### src/hdl/wi23_settings.svh
`ifndef WI23_SETTINGS_SVH
`define WI23_SETTINGS_SVH

//////////////////////////////////////////////////////////////////////
// Datapath widths
//////////////////////////////////////////////////////////////////////

// One fetched instruction word
`define WI23_IMEM_WIDTH 32

// One integer or FP register
`define WI23_REGFILE_WIDTH 32

// Register select for 32 registers per file
`define WI23_REGFILE_DEPTH 5

`endif

### src/hdl/wi23_defs.sv
`default_nettype none

`include "wi23_settings.svh"

package wi23_defs;

    //////////////////////////////////////////////////////////////////////
    // Width types
    //////////////////////////////////////////////////////////////////////

    typedef logic [`WI23_IMEM_WIDTH-1:0]    inst_t;
    typedef logic [`WI23_REGFILE_WIDTH-1:0] word_t;
    typedef logic [`WI23_REGFILE_DEPTH-1:0] reg_sel_t;

    // Major opcode in inst[31:26]
    typedef logic [5:0] opcode_t;

    //////////////////////////////////////////////////////////////////////
    // Opcodes
    //////////////////////////////////////////////////////////////////////

    localparam opcode_t OP_ADD   = 6'd0;
    localparam opcode_t OP_ADDI  = 6'd1;
    localparam opcode_t OP_ORI   = 6'd2;
    localparam opcode_t OP_LD    = 6'd3;
    localparam opcode_t OP_ST    = 6'd4;
    localparam opcode_t OP_J     = 6'd5;
    localparam opcode_t OP_JAL   = 6'd6;
    // Floating-point group
    localparam opcode_t OP_FADD  = 6'd16;
    localparam opcode_t OP_FLD   = 6'd17;
    localparam opcode_t OP_FST   = 6'd18;
    localparam opcode_t OP_FCVTI = 6'd19;
    localparam opcode_t OP_FMOVI = 6'd20;
    localparam opcode_t OP_NOP   = 6'd63;

    // Instruction formats for inst_fmt
    localparam logic [1:0] FMT_R = 2'd0;
    localparam logic [1:0] FMT_I = 2'd1;
    localparam logic [1:0] FMT_J = 2'd2;

    // Jump kinds for j_type
    localparam logic [1:0] J_NONE = 2'd0;
    localparam logic [1:0] J_JUMP = 2'd1;
    localparam logic [1:0] J_LINK = 2'd2;

    //////////////////////////////////////////////////////////////////////
    // Bundles
    //////////////////////////////////////////////////////////////////////

    typedef struct packed {
        logic [1:0] inst_fmt;
        logic [1:0] j_type;
        logic       xtend_sel;      // 1 zero-extends the immediate
        logic       reg_write;
        logic       fp_reg_write;
        logic       fp_inst;
        logic [1:0] fp_int_cvt_reg; // bit 0 takes fs from the integer file
        logic       mem_read;
        logic       mem_write;
    } ctrl_t;

    // One writeback port
    typedef struct packed {
        logic     en;
        reg_sel_t sel;
        word_t    data;
    } wb_t;

    typedef struct packed {
        word_t reg1;
        word_t reg2;
        word_t imm;
        word_t ofs;
        word_t fp_reg1;
        word_t fp_reg2;
    } operands_t;

endpackage

`default_nettype wire

### src/hdl/rf.sv
`default_nettype none

`include "wi23_settings.svh"

module rf #(
    parameter bit has_zero_reg = 1'b1
) (
    input  logic                clk,
    input  logic                rst_n,
    input  logic                write,
    input  wi23_defs::reg_sel_t writeregsel,
    input  wi23_defs::word_t    writedata,
    input  wi23_defs::reg_sel_t read1regsel,
    input  wi23_defs::reg_sel_t read2regsel,
    output wi23_defs::word_t    read1data,
    output wi23_defs::word_t    read2data,
    output logic                err
);
    import wi23_defs::*;

    localparam int NUM_REGS = 1 << `WI23_REGFILE_DEPTH;

    word_t regs [NUM_REGS];

    logic wr_zero;
    logic rd1_zero;
    logic rd2_zero;

    // Register 0 is only special in the integer file
    assign wr_zero  = has_zero_reg && (writeregsel == '0);
    assign rd1_zero = has_zero_reg && (read1regsel == '0);
    assign rd2_zero = has_zero_reg && (read2regsel == '0);

    //////////////////////////////////////////////////////////////////////
    // Write port
    //////////////////////////////////////////////////////////////////////

    always_ff @(posedge clk) begin
        if (!rst_n) begin
            for (int i = 0; i < NUM_REGS; i++) begin
                regs[i] <= '0;
            end
        end else if (write && !wr_zero) begin
            regs[writeregsel] <= writedata;
        end
    end

    // Writing the hardwired register is flagged and dropped
    assign err = write && wr_zero;

    //////////////////////////////////////////////////////////////////////
    // Read ports
    //////////////////////////////////////////////////////////////////////

    assign read1data = rd1_zero ? '0 : regs[read1regsel];
    assign read2data = rd2_zero ? '0 : regs[read2regsel];

    // Writeback enable must be a clean level
    a_write_known: assert property (
        @(posedge clk) disable iff (!rst_n) !$isunknown(write)
    ) else $error("rf: write enable is unknown");

endmodule

`default_nettype wire

### src/hdl/inst_ctrl.sv
`default_nettype none

module inst_ctrl (
    input  wi23_defs::inst_t inst,
    input  wi23_defs::wb_t   int_wb,
    input  wi23_defs::wb_t   fp_wb,
    output wi23_defs::ctrl_t ctrl,
    output logic             bypass_reg1,
    output logic             bypass_reg2,
    output logic             fp_bypass_reg1,
    output logic             fp_bypass_reg2,
    output logic             illegal
);
    import wi23_defs::*;

    opcode_t  opcode;
    reg_sel_t rs_sel;
    reg_sel_t rt_sel;

    assign opcode = inst[31:26];
    assign rs_sel = inst[25:21];
    assign rt_sel = inst[20:16];

    //////////////////////////////////////////////////////////////////////
    // Opcode table
    //////////////////////////////////////////////////////////////////////

    always_comb begin
        ctrl    = '0;
        illegal = 1'b0;
        case (opcode)
            OP_ADD: begin
                ctrl.inst_fmt  = FMT_R;
                ctrl.reg_write = 1'b1;
            end
            OP_ADDI: begin
                ctrl.inst_fmt  = FMT_I;
                ctrl.reg_write = 1'b1;
            end
            OP_ORI: begin
                // Logical immediate is zero-extended
                ctrl.inst_fmt  = FMT_I;
                ctrl.xtend_sel = 1'b1;
                ctrl.reg_write = 1'b1;
            end
            OP_LD: begin
                ctrl.inst_fmt  = FMT_I;
                ctrl.reg_write = 1'b1;
                ctrl.mem_read  = 1'b1;
            end
            OP_ST: begin
                ctrl.inst_fmt  = FMT_I;
                ctrl.mem_write = 1'b1;
            end
            OP_J: begin
                ctrl.inst_fmt = FMT_J;
                ctrl.j_type   = J_JUMP;
            end
            OP_JAL: begin
                // Link register written by writeback
                ctrl.inst_fmt  = FMT_J;
                ctrl.j_type    = J_LINK;
                ctrl.reg_write = 1'b1;
            end
            OP_FADD: begin
                ctrl.inst_fmt     = FMT_R;
                ctrl.fp_inst      = 1'b1;
                ctrl.fp_reg_write = 1'b1;
            end
            OP_FLD: begin
                // Fd travels in rt
                ctrl.inst_fmt     = FMT_I;
                ctrl.fp_inst      = 1'b1;
                ctrl.fp_reg_write = 1'b1;
                ctrl.mem_read     = 1'b1;
            end
            OP_FST: begin
                ctrl.inst_fmt  = FMT_I;
                ctrl.fp_inst   = 1'b1;
                ctrl.mem_write = 1'b1;
            end
            OP_FCVTI, OP_FMOVI: begin
                // Source comes from the integer file
                ctrl.inst_fmt       = FMT_R;
                ctrl.fp_inst        = 1'b1;
                ctrl.fp_reg_write   = 1'b1;
                ctrl.fp_int_cvt_reg = 2'b01;
            end
            OP_NOP: begin
                // All fields stay cleared
                ctrl = '0;
            end
            default: begin
                illegal = 1'b1;
            end
        endcase
    end

    //////////////////////////////////////////////////////////////////////
    // Bypass detection
    //////////////////////////////////////////////////////////////////////

    // Hardwired integer register 0 is never forwarded
    assign bypass_reg1 = int_wb.en && (int_wb.sel != '0) && (int_wb.sel == rs_sel);
    assign bypass_reg2 = int_wb.en && (int_wb.sel != '0) && (int_wb.sel == rt_sel);

    assign fp_bypass_reg1 = fp_wb.en && (fp_wb.sel == rs_sel);
    assign fp_bypass_reg2 = fp_wb.en && (fp_wb.sel == rt_sel);

endmodule

`default_nettype wire

### src/hdl/decode.sv
`default_nettype none

`include "wi23_settings.svh"

module decode (
    input  logic                 clk,
    input  logic                 rst_n,
    input  wi23_defs::inst_t     inst,
    input  wi23_defs::ctrl_t     ctrl,
    input  wi23_defs::wb_t       int_wb,
    input  wi23_defs::wb_t       fp_wb,
    input  logic                 bypass_reg1,
    input  logic                 bypass_reg2,
    input  logic                 fp_bypass_reg1,
    input  logic                 fp_bypass_reg2,
    output wi23_defs::operands_t operands,
    output logic                 rf_err
);
    import wi23_defs::*;

    reg_sel_t rs_sel;
    reg_sel_t rt_sel;

    word_t reg1_raw;
    word_t reg2_raw;
    word_t fp_reg1_raw;
    word_t fp_reg2_raw;

    word_t dec_reg1;
    word_t dec_reg2;
    word_t dec_fp_reg1;
    word_t dec_fp_reg2;

    word_t imm_sext;
    word_t imm_zext;

    logic int_err;
    logic mem_access;

    // Both files are addressed by the same rs/rt fields
    assign rs_sel = inst[25:21];
    assign rt_sel = inst[20:16];

    //////////////////////////////////////////////////////////////////////
    // Integer register file
    //////////////////////////////////////////////////////////////////////

    rf #(.has_zero_reg(1'b1)) iRF (
        .clk         (clk),
        .rst_n       (rst_n),
        .write       (int_wb.en),
        .writeregsel (int_wb.sel),
        .writedata   (int_wb.data),
        .read1regsel (rs_sel),
        .read2regsel (rt_sel),
        .read1data   (reg1_raw),
        .read2data   (reg2_raw),
        .err         (int_err)
    );

    assign dec_reg1 = bypass_reg1 ? int_wb.data : reg1_raw;
    assign dec_reg2 = bypass_reg2 ? int_wb.data : reg2_raw;

    //////////////////////////////////////////////////////////////////////
    // FP register file
    //////////////////////////////////////////////////////////////////////

    // No hardwired register here, so err never rises
    rf #(.has_zero_reg(1'b0)) iFPRF (
        .clk         (clk),
        .rst_n       (rst_n),
        .write       (fp_wb.en),
        .writeregsel (fp_wb.sel),
        .writedata   (fp_wb.data),
        .read1regsel (rs_sel),
        .read2regsel (rt_sel),
        .read1data   (fp_reg1_raw),
        .read2data   (fp_reg2_raw),
        .err         ()
    );

    assign dec_fp_reg1 = fp_bypass_reg1 ? fp_wb.data : fp_reg1_raw;
    assign dec_fp_reg2 = fp_bypass_reg2 ? fp_wb.data : fp_reg2_raw;

    assign rf_err = int_err;

    // Immediate and jump offset
    assign imm_sext = {{(`WI23_REGFILE_WIDTH-16){inst[15]}}, inst[15:0]};
    assign imm_zext = {{(`WI23_REGFILE_WIDTH-16){1'b0}}, inst[15:0]};

    assign operands.imm = ctrl.xtend_sel ? imm_zext : imm_sext;
    assign operands.ofs = {{(`WI23_REGFILE_WIDTH-26){inst[25]}}, inst[25:0]};

    //////////////////////////////////////////////////////////////////////
    // Operand steering
    //////////////////////////////////////////////////////////////////////

    assign mem_access = ctrl.mem_read | ctrl.mem_write;

    // FP loads and stores carry Fd in reg2
    assign operands.reg1 = dec_reg1;
    assign operands.reg2 = (ctrl.fp_inst && mem_access) ? dec_fp_reg2 : dec_reg2;

    // Convert and move read their source from the integer file
    assign operands.fp_reg1 = (ctrl.fp_inst && ctrl.fp_int_cvt_reg[0]) ? dec_reg1
                                                                        : dec_fp_reg1;
    assign operands.fp_reg2 = dec_fp_reg2;

    a_int_bypass: assert property (
        @(posedge clk) disable iff (!rst_n) (bypass_reg1 || bypass_reg2) |-> int_wb.en
    ) else $error("decode: integer bypass without writeback");

    a_fp_bypass: assert property (
        @(posedge clk) disable iff (!rst_n) (fp_bypass_reg1 || fp_bypass_reg2) |-> fp_wb.en
    ) else $error("decode: FP bypass without writeback");

endmodule

`default_nettype wire

### src/hdl/decode_stage.sv
`default_nettype none

module decode_stage (
    input  logic                 clk,
    input  logic                 rst_n,
    input  wi23_defs::inst_t     inst,
    input  wi23_defs::wb_t       int_wb,
    input  wi23_defs::wb_t       fp_wb,
    output wi23_defs::ctrl_t     ctrl,
    output wi23_defs::operands_t operands,
    output logic                 decode_err
);

    logic bypass_reg1;
    logic bypass_reg2;
    logic fp_bypass_reg1;
    logic fp_bypass_reg2;
    logic illegal;
    logic rf_err;

    // Opcode decode and forwarding detection
    inst_ctrl i_ctrl (
        .inst           (inst),
        .int_wb         (int_wb),
        .fp_wb          (fp_wb),
        .ctrl           (ctrl),
        .bypass_reg1    (bypass_reg1),
        .bypass_reg2    (bypass_reg2),
        .fp_bypass_reg1 (fp_bypass_reg1),
        .fp_bypass_reg2 (fp_bypass_reg2),
        .illegal        (illegal)
    );

    // Register files and operand datapath
    decode i_decode (
        .clk            (clk),
        .rst_n          (rst_n),
        .inst           (inst),
        .ctrl           (ctrl),
        .int_wb         (int_wb),
        .fp_wb          (fp_wb),
        .bypass_reg1    (bypass_reg1),
        .bypass_reg2    (bypass_reg2),
        .fp_bypass_reg1 (fp_bypass_reg1),
        .fp_bypass_reg2 (fp_bypass_reg2),
        .operands       (operands),
        .rf_err         (rf_err)
    );

    // Either source flags the instruction
    assign decode_err = illegal | rf_err;

endmodule

`default_nettype wire

### config.mk
export PLATFORM = sky130hd
export DESIGN_NAME = decode_stage
export DESIGN_NICKNAME = d
export VERILOG_FILES = /design/src/hdl/wi23_defs.sv /design/src/hdl/rf.sv /design/src/hdl/inst_ctrl.sv /design/src/hdl/decode.sv /design/src/hdl/decode_stage.sv
export VERILOG_INCLUDE_DIRS = /design/src /design/src/hdl
export SDC_FILE = /design/constraint.sdc
export NUM_CORES = 2
export LEC_CHECK = 0
export BUFFER_PORTS_ARGS = -buffer_cell sky130_fd_sc_hd__buf_2
export CORE_ASPECT_RATIO = 1.75
export CORE_MARGIN = 1
export CORE_UTILIZATION = 45
export CTS_CLUSTER_DIAMETER = 150
export DETAILED_ROUTE_END_ITERATION = 16
export PLACE_DENSITY = 0.68
export REMOVE_ABC_BUFFERS = 1
export SYNTH_ARGS = -nofsm -noshare
export SYNTH_HDL_FRONTEND = slang
export SYNTH_SLANG_ARGS = --single-unit
### constraint.sdc
create_clock -name clk -period 4.74 [get_ports clk]
set_clock_uncertainty 0.2 [all_clocks]
set_input_delay 0.711 -clock clk [delete_from_list [all_inputs] [get_ports clk]]
set_output_delay 0.711 -clock clk [all_outputs]
set_load 0.05 [all_outputs]
==> run_results.csv <==
group,metric,value,unit
synthesis,synth_top_family_by_area,"multiplexers",
die,die-area,0.252,mm²
worst_setup_path,crit_required,3.83,ns
synthesis,syn_area,0.112,mm²
final_layout,area_delta_synth_final,13.9,%
power,power.leakage,44.7,nW
synthesis,synth_xor_area_frac,0.00164,
synthesis,avgSynthCellArea,14.7,µm²
placed_design,dp.cells,11000,
clock_network,tritoncts,"yes",
die,ios,315,
sta,slew_headroom,0.166,
synthesis,yosys.area_share.simple,0.131,
global_routing,grt_pass1_vias,79300,
worst_setup_path,critPathKind,"input pin to output port",
die,num_rows,242,
global_routing,grt_use_met3,0.0844,
power,pwr-share-seq,0.482,
sta,setup_viol,4,
placed_design,gp_congestion,0.965,
die,die_y,663,µm
power,internal_power,32.2,mW
detailed_routing,drtPass1Iterations,8,
global_routing,antenna_found_initial,34,
synthesis,muxShareOfSynthArea,0.230,
power,powerDensity,347,mW/mm²
synthesis,synth_compound_area_frac,0.0506,
sta,finalCriticalPeriod,4.93,ns
global_routing,grt_pass1_wl,604000,µm
detailed_routing,wl_per_cell,38.7,µm
detailed_routing,vias,77300,
placed_design,pre_cts_slack,-0.155,ns
placed_design,place_area,0.122,mm²
global_routing,grtUsageTotal,0.341,
global_routing,busiest_layer,"met2",
final_layout,finalCoreUtilization,0.516,
synthesis,synth.distinct_cells,65,
sta,timing.setup.tns,-0.286,ns
clock_network,cts_hold_buf,0,
power,clkPwrFrac,0.346,
min_path,holdPathEnd,"i_decode.iFPRF.regs[25][7]",
worst_setup_path,critPathArrivalTime,4.02,ns
detailed_routing,drtIter0Drc,11000,
worst_setup_path,cp-end-kind,"output port",
final_layout,fillers,20400,
power,p_sw_frac,0.275,
min_path,hold_start,"fp_wb[7]",
synthesis,synth_edf_count,2048,
run,max_cap_violations,0,
final_layout,final_nets,7970,
power,worst_ir_drop_vdd,0.297,mV
sta,slew_viol_final,0,
detailed_routing,drcViolationCount,0,
run_status,violations,"negative setup slack",
detailed_routing,ant_nets,0,
min_path,min_path_cells,2,
clock_network,cts_root_buf,"clkbuf_16",
global_routing,grt_use_met1,0.373,
clock_network,clkSinkCount,2048,
die,coreArea,0.248,mm²
final_layout,final_layout_size_suffix_gt1_frac,0.284,
synthesis,synthArstFlopShare,0,
final_layout,final_cells,11300,
synthesis,ys.warnings.count,0,
synthesis,ys_seq_elements,2048,
global_routing,gr-usage-met2,0.561,
global_routing,grt_overflow,0,
synthesis,synth_cells,7675,
clock_network,post_cts_buffers,0,
clock_network,cts_htree_levels,4,
run_status,status,"finished with violations",
die,die_w,380,µm
power,pwr-share-comb,0.172,
sta,fmax,0.203,GHz
synthesis,ys.flop_type,"edfxtp_1",
final_layout,fin_area,0.128,mm²
detailed_routing,totalWireLength,438000,µm
power,p_sw,12.2,mW
sta,hold_viol,0,
clock_network,clock_path_buffers,4,
detailed_routing,via_per_inst,6.83,
sta,setup_slack,-0.191,ns
sta,max_slew.worst_pin.slew,1.25,ns
worst_setup_path,start_kind,"input pin",
min_path,hold_class,"input pin to flop",
placed_design,port_buffers,268,
die,initial_utilization,0.453,
clock_network,cts_inserted_buffers,187,
worst_setup_path,worst-path-max-fanout,23,
synthesis,synthAdderAreaFrac,0,
placed_design,hpwlAfterDp,294000,µm
clock_network,clkSlewWorstSetupHoldPaths,0.07,ns
synthesis,synth_seq_area_share,0.547,
global_routing,grt_max_degree,98,
sta,rsz0062_at_grt,"false",
sta,fin_crit_sh,1.04,
==> synthesized netlist by cell type (8+ instances only) <==
cell type / count / share of area
edfxtp_1: 2048 / 0.55
and2_1: 2026 / 0.11
mux4_2: 906 / 0.18
clkbuf_1: 567 / 0.019
mux2i_1: 437 / 0.039
nand2_1: 138 / 0.0046
o21ai_0: 132 / 0.0059
buf_2: 126 / 0.0056
nor2_1: 123 / 0.0041
a221oi_1: 122 / 0.0095
buf_4: 116 / 0.0077
a21oi_1: 114 / 0.0051
mux2_2: 95 / 0.0095
a211oi_1: 83 / 0.0055
o221ai_1: 51 / 0.0040
buf_6: 50 / 0.0050
nor2b_1: 50 / 0.0028
a2bb2oi_1: 46 / 0.0036
nand3_1: 43 / 0.0019
a22oi_1: 41 / 0.0027
o22ai_1: 30 / 0.0017
buf_1: 26 / 0.00087
a221o_1: 24 / 0.0021
a211o_1: 22 / 0.0017
nand4_1: 22 / 0.0012
o31ai_1: 21 / 0.0014
o211ai_1: 20 / 0.0013
o21ai_1: 18 / 0.00080
xnor2_1: 15 / 0.0012
and3_1: 13 / 0.00072
nor3_1: 13 / 0.00058
or3_1: 12 / 0.00067
a31oi_1: 11 / 0.00061
nand3b_1: 10 / 0.00067
buf_8: 8 / 0.0011
==> per-layer routing <==
| layer | vias to the layer above | routed length (µm) |
|---|---|---|
| met5 | - | 197 |
| li1 | 29800 | - |
| met3 | 2120 | 50500 |
| met4 | 32 | 44200 |
| met2 | 6185 | 208000 |
| met1 | 39100 | 135000 |
==> placed cells by master (no fill, tap or decap), types with 31 or more instances in the layout <==
cell / n
edfxtp_1: 2048
and2_1: 2025
mux4_2: 906
buf_4: 470
mux2i_1: 437
buf_12: 202
clkbuf_16: 189
buf_2: 176
nand2_1: 138
a221oi_1: 122
a21oi_1: 114
mux2_2: 95
a211oi_1: 83
o21ai_0: 68
nor2_4: 66
o21ai_4: 64
nor2_1: 56
o221ai_1: 51
nor2b_1: 48
clkinv_1: 48
a2bb2oi_1: 45
nand3_1: 43
a22oi_1: 41
conb_1: 33
clkbuf_1: 31
==> logic make-up after synthesis <==
group,after synthesis
other,1
buffers and inverters,905
and+or+nand+nor,2471
DFF,2048
xor gates and xnor gates,21
AOI/OAI and AO/OA,791
muxes,1438
==> final cells by class <==
type / count / area, µm² / share of cell area
inverter: 12 / 61.3 / 0.000479
multi-input combinational: 4754 / 47900 / 0.374
clock inverter: 111 / 1020 / 0.00793
tap: 3294 / 4120 / 0.0322
sequential: 2048 / 61500 / 0.480
clock buffer: 220 / 4850 / 0.0378
antenna: 22 / 55.1 / 0.000430
timing repair buffer: 857 / 8580 / 0.0670
==> worst max path at each step <==
stage	startpoint	end	slack, ns	depth (start not counted)
2_1_floorplan	inst[26]	operands[112]	-7.61	3
3_3_place_gp	inst[16]	operands[153]	-0.18	10
3_5_place_dp	inst[16]	operands[131]	-0.16	10
4_1_cts	int_wb[35]	operands[49]	0.08	11
5_1_grt	int_wb[35]	operands[149]	0.009	8
6_report	inst[24]	operands[41]	-0.19	11
==> stage by stage <==
step	power [mW]	hold slack, ns
5_1_grt	45.2	0.0469
4_1_cts	44.3	0.0237
3_3_place_gp	29.1	0.923
6_report	44.5	0.0408
3_5_place_dp	29.3	0.946
2_1_floorplan	25.2	0.709
==> worst max-delay path, cell delays in order <==
cell and delay [ns]:
buf_4 0.25, buf_12 0.25, buf_4 0.25, nor2b_4 0.13, buf_4 0.35, a221oi_1 0.18, o31ai_1 0.68, buf_4 0.30
a2bb2oi_1 0.47, buf_4 0.22, buf_12 0.13
==> state kept, by name, summed over array words and instances (netlist names) <==
name and flops:
i_decode.iFPRF.regs 1024, i_decode.iRF.regs 1024
==> power groups by stage <==
| stage | combinational, mW | clock (mW) | sequential [mW] |
|---|---|---|---|
| after CTS | 7.49 | 15.3 | 21.4 |
| after global routing | 7.78 | 15.9 | 21.5 |
| final | 7.67 | 15.4 | 21.4 |
| after floorplan | 3.54 | 0 | 21.6 |
| after global placement | 7.42 | 0 | 21.7 |
| after detailed placement | 7.46 | 0 | 21.8 |
==> what timing repair did <==
item,4_1_cts,5_1_grt
gates resized for setup,5,4
endpoints found under the setup margin,5,3
pin swaps,0,0
(Power assumes the default switching activity.)
